==> src/mips_pkg.sv <==
package mips_pkg;

    localparam int DATA_W   = 32;
    localparam int REG_AW   = 5;
    localparam int ALU_OP_W = 3;
    localparam int FWD_W    = 2;

    localparam logic [ALU_OP_W-1:0] ALU_ADD = 3'd0;
    localparam logic [ALU_OP_W-1:0] ALU_SUB = 3'd1;
    localparam logic [ALU_OP_W-1:0] ALU_AND = 3'd2;
    localparam logic [ALU_OP_W-1:0] ALU_OR  = 3'd3;
    localparam logic [ALU_OP_W-1:0] ALU_SLT = 3'd4;

    localparam logic [5:0] OP_RTYPE = 6'h00;
    localparam logic [5:0] OP_ADDI  = 6'h08;
    localparam logic [5:0] OP_LW    = 6'h23;
    localparam logic [5:0] OP_SW    = 6'h2b;
    localparam logic [5:0] OP_BEQ   = 6'h04;
    localparam logic [5:0] OP_HALT  = 6'h3f;

    localparam logic [5:0] FN_ADDU = 6'h21;
    localparam logic [5:0] FN_SUBU = 6'h23;
    localparam logic [5:0] FN_AND  = 6'h24;
    localparam logic [5:0] FN_OR   = 6'h25;
    localparam logic [5:0] FN_SLT  = 6'h2a;

    localparam logic [FWD_W-1:0] FWD_REG = 2'd0; // Value read in decode
    localparam logic [FWD_W-1:0] FWD_MEM = 2'd1; // EX/MEM ALU result
    localparam logic [FWD_W-1:0] FWD_WB  = 2'd2; // Write-back data

    // One instruction word in R and I format
    typedef union packed {
        struct packed {
            logic [5:0]        opcode;
            logic [REG_AW-1:0] rs;
            logic [REG_AW-1:0] rt;
            logic [REG_AW-1:0] rd;
            logic [4:0]        shamt;
            logic [5:0]        funct;
        } r;
        struct packed {
            logic [5:0]        opcode;
            logic [REG_AW-1:0] rs;
            logic [REG_AW-1:0] rt;
            logic [15:0]       imm;
        } i;
    } instr_t;

endpackage

==> src/mips_hazard.sv <==
`timescale 1ns/1ps

module mips_hazard import mips_pkg::*; (
    input  logic [REG_AW-1:0] i_if_rs,
    input  logic [REG_AW-1:0] i_if_rt,
    input  logic [REG_AW-1:0] i_ex_rs,
    input  logic [REG_AW-1:0] i_ex_rt,
    input  logic              i_ex_mem_read,
    input  logic              i_br_taken,
    input  logic [REG_AW-1:0] i_mem_dest,
    input  logic              i_mem_reg_write,
    input  logic [REG_AW-1:0] i_wb_dest,
    input  logic              i_wb_en,
    output logic [FWD_W-1:0]  o_fwd_a,
    output logic [FWD_W-1:0]  o_fwd_b,
    output logic              o_stall,
    output logic              o_flush_if,
    output logic              o_flush_id
);

    logic load_use;

    // Youngest producer wins
    function automatic logic [FWD_W-1:0] fwd_src(input logic [REG_AW-1:0] src);
        if (src == '0) begin
            return FWD_REG;
        end else if (i_mem_reg_write && i_mem_dest == src) begin
            return FWD_MEM;
        end else if (i_wb_en && i_wb_dest == src) begin
            return FWD_WB;
        end
        return FWD_REG;
    endfunction

    always_comb begin
        o_fwd_a = fwd_src(i_ex_rs);
        o_fwd_b = fwd_src(i_ex_rt);
    end

    assign load_use   = i_ex_mem_read && (i_ex_rt == i_if_rs || i_ex_rt == i_if_rt);
    assign o_stall    = load_use && !i_br_taken; // Flush outranks stall
    assign o_flush_if = i_br_taken;
    assign o_flush_id = i_br_taken || load_use;

endmodule

==> config.mk <==
export PLATFORM = sky130hd
export DESIGN_NAME = mips_hazard
export DESIGN_NICKNAME = d
export VERILOG_FILES = /design/src/mips_pkg.sv /design/src/mips_hazard.sv
export SDC_FILE = /design/constraint.sdc
export NUM_CORES = 1
export LEC_CHECK = 0
export BUFFER_PORTS_ARGS = -buffer_cell sky130_fd_sc_hd__clkbuf_2
export CAP_MARGIN = 0
export CORE_AREA = 2 2 39 41
export DETAILED_ROUTE_END_ITERATION = 10
export DIE_AREA = 0 0 41 43
export PLACE_DENSITY = 0.7
export SETUP_SLACK_MARGIN = 0.05
export SYNTH_ARGS = -nofsm -noshare
export SYNTH_HDL_FRONTEND = slang
export SYNTH_SLANG_ARGS = --single-unit
==> constraint.sdc <==
create_clock -name vclk -period 2.1
set_clock_uncertainty 0.15 [all_clocks]
set_input_delay 0.42 -clock vclk [all_inputs]
set_output_delay 0.42 -clock vclk [all_outputs]
set_load 0.03 [all_outputs]
==> results.json <==
{
  "syn_nets": 94,
  "postCtsHoldBufs": 0,
  "coreArea_mm2": 0.00138,
  "start_util": 0.321,
  "use_met1": 0.152,
  "period_share": 0.983,
  "fmax_ghz": 0.485,
  "crit_fanout": 4,
  "place_hpwl_mm": 1.16,
  "antenna_found_initial": 0,
  "drive_gt1_frac": 0.583,
  "dp_slack_ns": -0.0446,
  "die_area_mm2": 0.00176,
  "hold_end": "o_flush_if",
  "startpoint_type": "input port",
  "ios": 41,
  "rsz0062_at_grt": "yes",
  "syn_avg_cell_area_um2": 7.40,
  "grt_pass1_vias": 493,
  "crit_arrival_ns": 1.49,
  "rows": 14,
  "layout_setup_ws_ns": 0.0361,
  "worstPathCellList": "clkbuf_8 -> or4_4 -> nor2_4 -> nor2_1 -> and4_4 -> buf_8",
  "instances_no_fill": 119,
  "grt_pass1_wl_mm": 1.88,
  "finalNetCount": 139,
  "top_usage_layer": "met2",
  "drc_errors": 0,
  "via_count": 568,
  "grt_max_degree": 6,
  "post_drt_via_cell_ratio": 4.77,
  "synth-adder-area-share": 0,
  "gp_congestion": 0.694,
  "wl_per_cell_um": 11.5,
  "synthesis.area_um2": 444,
  "num-fill-cells": 124,
  "hold_ws_ns": 0.967,
  "muxShareOfSynthArea": 0,
  "cap_violations": 0,
  "slew_violations": 0,
  "p_leak_nw": 0.397,
  "critical_path_required_ns": 1.53,
  "yosys.area_share.simple": 0.293,
  "die_x_um": 41,
  "slew_headroom": 0.839,
  "worstHoldPathType": "in -> out",
  "nClkBuffers": 0,
  "die_y_um": 43,
  "synth-compound-area-share": 0.0479,
  "drt_iter0_drc": 1,
  "drt_pass1_iterations": 4,
  "setup_viol_count_final": 0,
  "drt-total-wl_mm": 1.37,
  "min_path_cells": 2,
  "grt_use_met3": 0,
  "crit_buf_inv": 2,
  "numSequentialCells": 0,
  "yosysUniqueCellTypes": 21,
  "final_core_util": 0.606,
  "seq_area_um2": 0,
  "grt-ovfl-total": 0,
  "cp.depth": 6,
  "crit_path_end_kind": "output port",
  "ys_warn_count": 0,
  "cp_slowest_cell": "or4_4",
  "status": "finished, final reports clean",
  "numPortBuffers": 41,
  "gr-usage-met2": 0.300,
  "antenna-diode-count": 0,
  "synthCells": 60,
  "post-place-cells": 118,
  "seq_area_frac_synth": 0,
  "critPathKind": "in -> out",
  "min_period_ns": 2.06,
  "power_density_mw_per_mm2": 194,
  "ir_drop_mv": 0.0711,
  "area_growth_pct": 88.7,
  "grt_use_total": 0.150,
  "synthXorXnorAreaFrac": 0.572,
  "critical-path-top-delay-family": "simple AND/OR/NAND/NOR gates",
  "cpPeakStageDelay_ns": 0.52,
  "hold_viol": 0,
  "synth_top_family_by_area": "XOR/XNOR gates",
  "hold_start": "i_br_taken",
  "worst_pin_slew_ns": 0.240,
  "ant_nets": 0
}
==> layout by cell type (no fill, tap or decap), drive strengths merged <==
cell type and count:
nand4 3, nor3 1, o22ai 1, and4 1
o21a 1, xnor2 18, or4 2, or2 1
nor2b 1, nor4 2, xor2 11, nand2 4
nor2 4, buf 20, nand3 2, clkbuf 29
a211oi 1, and3 1
==> layout make-up <==
cell class         count  area [µm²]  share of cell area
multi-input cells     54         454               0.542
well taps             16        20.0              0.0239
repair buffers        49         364               0.434
==> cells by family (layout without fill, tap and decap cells) <==
family,after synthesis,in the layout
buffers and inverters,6,49
AOI/OAI and AO/OA,3,3
xor gates and xnor gates,29,29
and+or+nand+nor,22,22
==> what timing repair did <==
item / CTS / global route
setup endpoints to repair: 4 / 6
setup buffers: 0 / 1
pin swaps: 6 / 15
hold endpoints to repair: 0 / 0
gates resized for setup: 7 / 34
==> how the worst max path moves through the flow <==
| stage | startpoint | end | slack [ns] |
|---|---|---|---|
| global route | i_ex_rt[2] | o_fwd_b[1] | -0.005 |
| CTS | i_ex_rt[1] | o_fwd_b[1] | 0.02 |
| detailed placement | i_ex_rt[1] | o_fwd_b[1] | -0.04 |
| finish | i_ex_rt[1] | o_fwd_b[1] | 0.04 |
| global placement | i_ex_rt[1] | o_fwd_b[1] | -0.04 |
| floorplan | i_ex_rt[0] | o_stall | 0.06 |
==> power by group <==
group	switching (mW)	internal, mW
clock	0	0
sequential	0	0
combinational	0.0694	0.0935
==> synth_stat cells, drive strengths merged <==
cell,n,area [µm²]
o21a,1,7.51
nand2,4,15.0
a211oi,1,7.51
buf,6,38.8
and4,1,8.76
nor2,4,22.5
nor2b,1,6.26
or2,1,6.26
nor3,1,5.00
or4,2,18.8
nand4,3,18.8
xor2,11,96.3
nor4,2,12.5
xnor2,18,158
o22ai,1,6.26
nand3,2,10.0
and3,1,6.26
==> through the flow <==
step | setup TNS, ns | cell area, µm² | total power [mW]
final | 0 | 838 | 0.163
after CTS | 0 | 737 | 0.143
after floorplan | 0 | 454 | 0.0789
after detailed placement | -0.0446 | 706 | 0.139
after global routing | -0.00542 | 838 | 0.177
after global placement | -0.0366 | 706 | 0.137
==> metal layers <==
| metal | vias to the layer above | wire length [µm] |
|---|---|---|
| met1 | 247 | 512 |
| met2 | 31 | 706 |
| met3 | 2 | 129 |
| li1 | 288 | - |
| met4 | 0 | 21 |
| met5 | - | 0 |
Note: power is estimated with default switching activity, not from simulation.
