[config.mk]
export PLATFORM = sky130hd
export DESIGN_NAME = mips_decode
export DESIGN_NICKNAME = d
export VERILOG_FILES = /design/src/mips_pkg.sv /design/src/mips_decode.sv
export SDC_FILE = /design/constraint.sdc
export NUM_CORES = 2
export LEC_CHECK = 0
export ABC_CLOCK_PERIOD_IN_PS = 6300
export BUFFER_PORTS_ARGS = -buffer_cell sky130_fd_sc_hd__buf_2
export CAP_MARGIN = 20
export CORE_MARGIN = 5
export CORE_UTILIZATION = 50
export DETAILED_ROUTE_END_ITERATION = 8
export GPL_ROUTABILITY_DRIVEN = 0
export PLACE_DENSITY = 0.67
export SLEW_MARGIN = 20
export SYNTH_ARGS = -nofsm -noshare
export SYNTH_HDL_FRONTEND = slang
export SYNTH_SLANG_ARGS = --single-unit
[constraint.sdc]
create_clock -name i_clock -period 6.3 [get_ports i_clock]
set_input_delay 0.63 -clock i_clock [delete_from_list [all_inputs] [get_ports i_clock]]
set_output_delay 0.63 -clock i_clock [all_outputs]
set_load 0.01 [all_outputs]
[src/mips_pkg.sv]
package mips_pkg;

    localparam int DATA_W   = 32;
    localparam int REG_AW   = 5;
    localparam int ALU_OP_W = 3;
    localparam int FWD_W    = 2;

    localparam logic [ALU_OP_W-1:0] ALU_ADD = 3'd0;
    localparam logic [ALU_OP_W-1:0] ALU_SUB = 3'd1;
    localparam logic [ALU_OP_W-1:0] ALU_AND = 3'd2;
    localparam logic [ALU_OP_W-1:0] ALU_OR  = 3'd3;
    localparam logic [ALU_OP_W-1:0] ALU_SLT = 3'd4;

    localparam logic [5:0] OP_RTYPE = 6'h00;
    localparam logic [5:0] OP_ADDI  = 6'h08;
    localparam logic [5:0] OP_LW    = 6'h23;
    localparam logic [5:0] OP_SW    = 6'h2b;
    localparam logic [5:0] OP_BEQ   = 6'h04;
    localparam logic [5:0] OP_HALT  = 6'h3f;

    localparam logic [5:0] FN_ADDU = 6'h21;
    localparam logic [5:0] FN_SUBU = 6'h23;
    localparam logic [5:0] FN_AND  = 6'h24;
    localparam logic [5:0] FN_OR   = 6'h25;
    localparam logic [5:0] FN_SLT  = 6'h2a;

    localparam logic [FWD_W-1:0] FWD_REG = 2'd0; // Value read in decode
    localparam logic [FWD_W-1:0] FWD_MEM = 2'd1; // EX/MEM ALU result
    localparam logic [FWD_W-1:0] FWD_WB  = 2'd2; // Write-back data

    // One instruction word in R and I format
    typedef union packed {
        struct packed {
            logic [5:0]        opcode;
            logic [REG_AW-1:0] rs;
            logic [REG_AW-1:0] rt;
            logic [REG_AW-1:0] rd;
            logic [4:0]        shamt;
            logic [5:0]        funct;
        } r;
        struct packed {
            logic [5:0]        opcode;
            logic [REG_AW-1:0] rs;
            logic [REG_AW-1:0] rt;
            logic [15:0]       imm;
        } i;
    } instr_t;

endpackage

[src/mips_decode.sv]
`timescale 1ns/1ps

module mips_decode import mips_pkg::*; (
    input  logic                i_clock,
    input  logic                i_rst_n,
    input  logic                i_run,
    input  logic                i_flush,
    input  instr_t              i_instr,
    input  logic [DATA_W-1:0]   i_pc_next,
    input  logic                i_wb_en,
    input  logic [REG_AW-1:0]   i_wb_reg,
    input  logic [DATA_W-1:0]   i_wb_data,
    input  logic [REG_AW-1:0]   i_dbg_reg_addr,
    output logic [DATA_W-1:0]   o_dbg_reg_data,
    output logic                o_id_halt,
    output logic [REG_AW-1:0]   o_if_rs,
    output logic [REG_AW-1:0]   o_if_rt,
    output logic [ALU_OP_W-1:0] o_ex_alu_op,
    output logic                o_ex_alu_imm,
    output logic                o_ex_mem_read,
    output logic                o_ex_mem_write,
    output logic                o_ex_branch,
    output logic                o_ex_reg_write,
    output logic                o_ex_halt,
    output logic [DATA_W-1:0]   o_ex_a,
    output logic [DATA_W-1:0]   o_ex_b,
    output logic [DATA_W-1:0]   o_ex_imm,
    output logic [DATA_W-1:0]   o_ex_pc_next,
    output logic [REG_AW-1:0]   o_ex_rs,
    output logic [REG_AW-1:0]   o_ex_rt,
    output logic [REG_AW-1:0]   o_ex_dest
);

    logic [DATA_W-1:0]   regs [0:(1<<REG_AW)-1];
    logic [DATA_W-1:0]   rd_a;
    logic [DATA_W-1:0]   rd_b;
    logic [ALU_OP_W-1:0] alu_op;
    logic                alu_imm, mem_read, mem_write, branch, reg_write, halt;
    logic [REG_AW-1:0]   dest;

    assign o_id_halt      = (i_instr.r.opcode == OP_HALT);
    assign o_if_rs        = i_instr.r.rs;
    assign o_if_rt        = i_instr.i.rt;
    assign o_dbg_reg_data = regs[i_dbg_reg_addr];

    // Same-cycle write-back bypass
    assign rd_a = (i_wb_en && i_wb_reg == i_instr.r.rs) ? i_wb_data : regs[i_instr.r.rs];
    assign rd_b = (i_wb_en && i_wb_reg == i_instr.r.rt) ? i_wb_data : regs[i_instr.r.rt];

    always_comb begin
        alu_op    = ALU_ADD;
        alu_imm   = 1'b0;
        mem_read  = 1'b0;
        mem_write = 1'b0;
        branch    = 1'b0;
        reg_write = 1'b0;
        halt      = 1'b0;
        dest      = i_instr.i.rt;
        case (i_instr.r.opcode)
            OP_RTYPE: begin
                dest      = i_instr.r.rd;
                reg_write = 1'b1;
                case (i_instr.r.funct)
                    FN_ADDU: alu_op = ALU_ADD;
                    FN_SUBU: alu_op = ALU_SUB;
                    FN_AND:  alu_op = ALU_AND;
                    FN_OR:   alu_op = ALU_OR;
                    FN_SLT:  alu_op = ALU_SLT;
                    default: reg_write = 1'b0; // Unknown funct becomes a bubble
                endcase
            end
            OP_ADDI: begin
                alu_imm   = 1'b1;
                reg_write = 1'b1;
            end
            OP_LW: begin
                alu_imm   = 1'b1;
                mem_read  = 1'b1;
                reg_write = 1'b1;
            end
            OP_SW: begin
                alu_imm   = 1'b1;
                mem_write = 1'b1;
            end
            OP_BEQ: begin
                alu_op = ALU_SUB;
                branch = 1'b1;
            end
            OP_HALT: halt = 1'b1;
            default: ;
        endcase
    end

    always_ff @(posedge i_clock) begin
        if (!i_rst_n) begin
            for (int k = 0; k < (1 << REG_AW); k++) begin
                regs[k] <= '0;
            end
        end else if (i_run && i_wb_en) begin
            regs[i_wb_reg] <= i_wb_data;
        end
    end

    always_ff @(posedge i_clock) begin
        if (!i_rst_n) begin
            o_ex_mem_read  <= 1'b0;
            o_ex_mem_write <= 1'b0;
            o_ex_branch    <= 1'b0;
            o_ex_reg_write <= 1'b0;
            o_ex_halt      <= 1'b0;
            o_ex_rs        <= '0;
            o_ex_rt        <= '0;
            o_ex_dest      <= '0;
        end else if (i_run) begin
            o_ex_mem_read  <= !i_flush && mem_read;
            o_ex_mem_write <= !i_flush && mem_write;
            o_ex_branch    <= !i_flush && branch;
            o_ex_reg_write <= !i_flush && reg_write && (dest != '0); // r0 stays 0
            o_ex_halt      <= !i_flush && halt;
            o_ex_rs        <= i_instr.r.rs;
            o_ex_rt        <= i_instr.r.rt;
            o_ex_dest      <= dest;
        end
    end

    always_ff @(posedge i_clock) begin
        if (i_run) begin
            o_ex_alu_op  <= alu_op;
            o_ex_alu_imm <= alu_imm;
            o_ex_a       <= rd_a;
            o_ex_b       <= rd_b;
            o_ex_imm     <= {{(DATA_W-16){i_instr.i.imm[15]}}, i_instr.i.imm};
            o_ex_pc_next <= i_pc_next;
        end
    end

    // r0 write suppression must hold all the way to write-back
    a_no_r0_write: assert property (@(posedge i_clock) disable iff (!i_rst_n)
        i_wb_en |-> i_wb_reg != '0);

endmodule

==> results.toml <==
[status]
outcome = "finished clean"

[timing]
relSlewSlack_pct = 8.59
worst_pin_slew_ns = 1.35
maxSlewViolCount = 0
setup_viol = 0
fmax_mhz = 241
period_share_pct = 65.8
hold_viol = 0
period_minus_slack_ns = 4.15
finClkSkew_ns = 0.0277
fin_setup_tns_ns = 0
rsz0062_at_grt = "false"

[global_route]
grt_remaining_overflow = 0
grt_pass1_vias = 49000
grt_pass1_wl_mm = 362
antenna_found_initial = 19
grt_max_degree = 93
grt_usage_pct = 34.4

[floorplan]
dieArea_sq_um = 145000
fp.coreArea_sq_um = 137000
io_pins = 306
initial_core_util_pct = 50.1
dieWidth_microns = 380
die_h_microns = 380
num_rows = 136

[clocking]
clockRootBuffer = "clkbuf_16"
clk_latency_ns = 0.79
cts_tree = "built"
cts_buffers = 134
htree_levels = 4
cts_num_sinks = 1160
cts_buffer_depth = 3
clk_pin_slew_worst_paths_ns = 0.05

[yosys]
synth.area.mux_share_pct = 26.2
synth_seq_area_share_pct = 50.5
synth-edff-count = 1140
synth_top_area_share_pct = 49.9
synth_area_leaders = "edfxtp_1 (50%), mux2i_1 (15%), mux4_2 (11%)"
syn_area_per_cell_sq_um = 13.3
synth_compound_area_share_pct = 8.82
yosysWarnings = 0
synth_top_family_by_area = "multiplexers"
synth_top_area_cell = "edfxtp_1"
synth_seq_cells = 1160
synthSimpleGateAreaFrac_pct = 10.6
async_flop_share_pct = 0
synth_cell_types = 44
synth_fa_ha_area_share_pct = 0
synthCells = 5166
synth_xor_area_share_pct = 0.140
yosys_most_used_dff = "edfxtp_1"
synthesis.area_sq_um = 68600
synth_nets = 5277

[routing]
wl_mm = 256
drt_iter0_markers = 8071
first_pass_iters = 6
drc = 0
detail-route-antenna-nets = 0
vias = 50200
via_per_inst = 7.02
detail_route.wl_per_cell_microns = 35.7

[setup_path]
cp.required_ns = 5.67
cp-end-kind = "output pin"
critPathKind = "input pin to output pin"
r2r_start = "regs[28][1]$_SDFFCE_PN0P_"
r2r_cells = 5
max_stage_delay_ns = 0.68
slowest_stage = "buf_4"
path_common_cell = "mux4_2"
crit_arrival_ns = 3.52
crit_path_max_fanout = 92
worst_setup_path_start_kind = "input pin"
rr_endpoint = "o_ex_a[1]$_DFFE_PP_"
worstPathCellList = "buf_8 -> buf_4 -> mux4_2 -> mux4_2 -> mux2_2 -> buf_2"
ff2ff_setup_slack_ns = 3.45

[hold_path]
hp-start = "i_pc_next[19]"
hp-class = "input pin to flop"
min_to = "o_ex_pc_next[19]$_DFFE_PP_"
worst_hold_path.num_cells = 1

[power_and_ir_drop]
leakage_uw = 0.0287
p_per_area_nw_per_um2 = 259
ir_drop_mv = 0.209

[final_layout]
nNetsFinal = 5354
drive_gt1_share_pct = 20.8
n_fill_cell = 11000
area_growth_pct = 12.1
finalInstanceArea_sq_um = 76900

[place]
io_buffers = 305
hpwl_mm = 151
placed_area_sq_um = 72100

[run]
maxCapViolations = 0
cell usage after synthesis (2+ instances only):
| cell | count |
|---|---|
| nor2_1 | 43 |
| o41ai_1 | 64 |
| o21ai_0 | 33 |
| nor4_1 | 2 |
| edfxtp_1 | 1140 |
| nand3_1 | 6 |
| and2_1 | 1028 |
| mux2i_1 | 1040 |
| xnor2_1 | 2 |
| o22ai_1 | 64 |
| o211a_1 | 5 |
| or3b_2 | 2 |
| and3_1 | 3 |
| buf_6 | 7 |
| or3_1 | 3 |
| or2_2 | 3 |
| xor2_1 | 9 |
| nand2_1 | 77 |
| a22oi_1 | 256 |
| nor2b_1 | 17 |
| nor4b_1 | 2 |
| buf_2 | 111 |
| a22o_1 | 128 |
| a221oi_1 | 128 |
| mux2_2 | 32 |
| clkbuf_1 | 371 |
| nand3b_1 | 5 |
| inv_1 | 4 |
| mux4_2 | 320 |
| dfxtp_1 | 20 |
| nand2b_1 | 7 |
| nor3_1 | 3 |
| buf_1 | 39 |
| buf_4 | 53 |
| a21oi_1 | 130 |
area by class of cell:
type	instances	area [sq um]	share of cell area, %
multi-input cells	3421	32100	41.7
inverters	4	15.0	0.0195
clock buffers	170	3570	4.65
flip-flops and latches	1160	34600	45.1
diodes	11	27.5	0.0358
clock inverters	73	691	0.899
well taps	1794	2240	2.92
repair buffers	522	3620	4.71
flip-flops by register name (all words and copies together) (netlist names):
name	flops
o_ex_a	32
o_ex_alu_imm	1
o_ex_alu_op	3
o_ex_b	32
o_ex_branch	1
o_ex_dest	5
o_ex_halt	1
o_ex_imm	16
o_ex_mem_read	1
o_ex_mem_write	1
o_ex_pc_next	32
o_ex_reg_write	1
o_ex_rs	5
o_ex_rt	5
regs	1024
critical path, delay by kind of cell:
| kind | cells | cell delay (ns) |
|---|---|---|
| buf+inv | 3 | 1.46 |
| mux | 3 | 1.31 |
metal layers:
metal,vias to the layer above,routed length (microns),track usage (%)
met2,3905,115000,52.8
met1,25200,94900,45.5
met5,-,0,0
met4,0,15900,18.1
met3,879,30300,8.57
li1,20200,-,-
timing repair:
action,4_1_cts,5_1_grt
gates resized for setup,0,0
hold endpoints to repair,37,0
hold buffers,37,0
endpoints found under the setup margin,0,0
setup buffers,0,0
power breakdown:
| part | switching (uW) | leakage (uW) | internal (uW) | total (uW) |
|---|---|---|---|---|
| combinational | 1710 | 0.0157 | 1160 | 2870 |
| sequential | 345 | 0.0110 | 8940 | 9290 |
| clock | 3310 | 0.00208 | 4440 | 7760 |
per-stage QoR:
step	utilization (%)	setup slack (ns)	std cells	power, uW	hold WS (ns)
floorplan	-	1.91	5166	11100	0.493
global placement	52.6	2.16	6857	12200	0.458
detailed placement	52.7	2.19	6862	12200	0.465
CTS	56.0	2.18	7142	19900	0.0000431
global route	56.1	2.09	7146	20400	0.0240
finish	56.1	2.15	7155	19900	0.0475
logic make-up (layout without fill, tap and decap cells):
logic type,count (synthesis),in the layout
AO/OA/AOI/OAI,815,815
XOR/XNOR,11,11
buffers and inverters,585,769
flip-flops,1160,1160
multiplexers,1392,1392
other,0,11
AND/OR/NAND/NOR,1203,1203
cells in the final DEF, fill, tap and decap left out, drive strengths merged, types with 17 or more instances in the layout:
| cell type | count |
|---|---|
| edfxtp | 1140 |
| nor2 | 43 |
| mux2i | 1040 |
| a22o | 128 |
| o41ai | 64 |
| nand2 | 77 |
| dlygate4sd3 | 37 |
| dfxtp | 20 |
| clkinv | 49 |
| mux4 | 320 |
| o21ai | 33 |
| buf | 485 |
| a21oi | 130 |
| o22ai | 64 |
| clkbuf | 170 |
| mux2 | 32 |
| a221oi | 128 |
| nor2b | 17 |
| a22oi | 256 |
| and2 | 1028 |
worst max-delay path by stage:
stage	slack [ns]	endpoint	cells after the start	from
2_1_floorplan	1.91	regs[30][0]$_SDFFCE_PN0P_	6	i_run
3_3_place_gp	2.16	o_dbg_reg_data[16]	6	i_dbg_reg_addr[0]
3_5_place_dp	2.19	o_dbg_reg_data[16]	6	i_dbg_reg_addr[0]
4_1_cts	2.18	o_dbg_reg_data[16]	6	i_dbg_reg_addr[0]
5_1_grt	2.09	o_dbg_reg_data[16]	6	i_dbg_reg_addr[0]
6_report	2.15	o_dbg_reg_data[1]	6	i_dbg_reg_addr[1]
(Power assumes the default switching activity.)
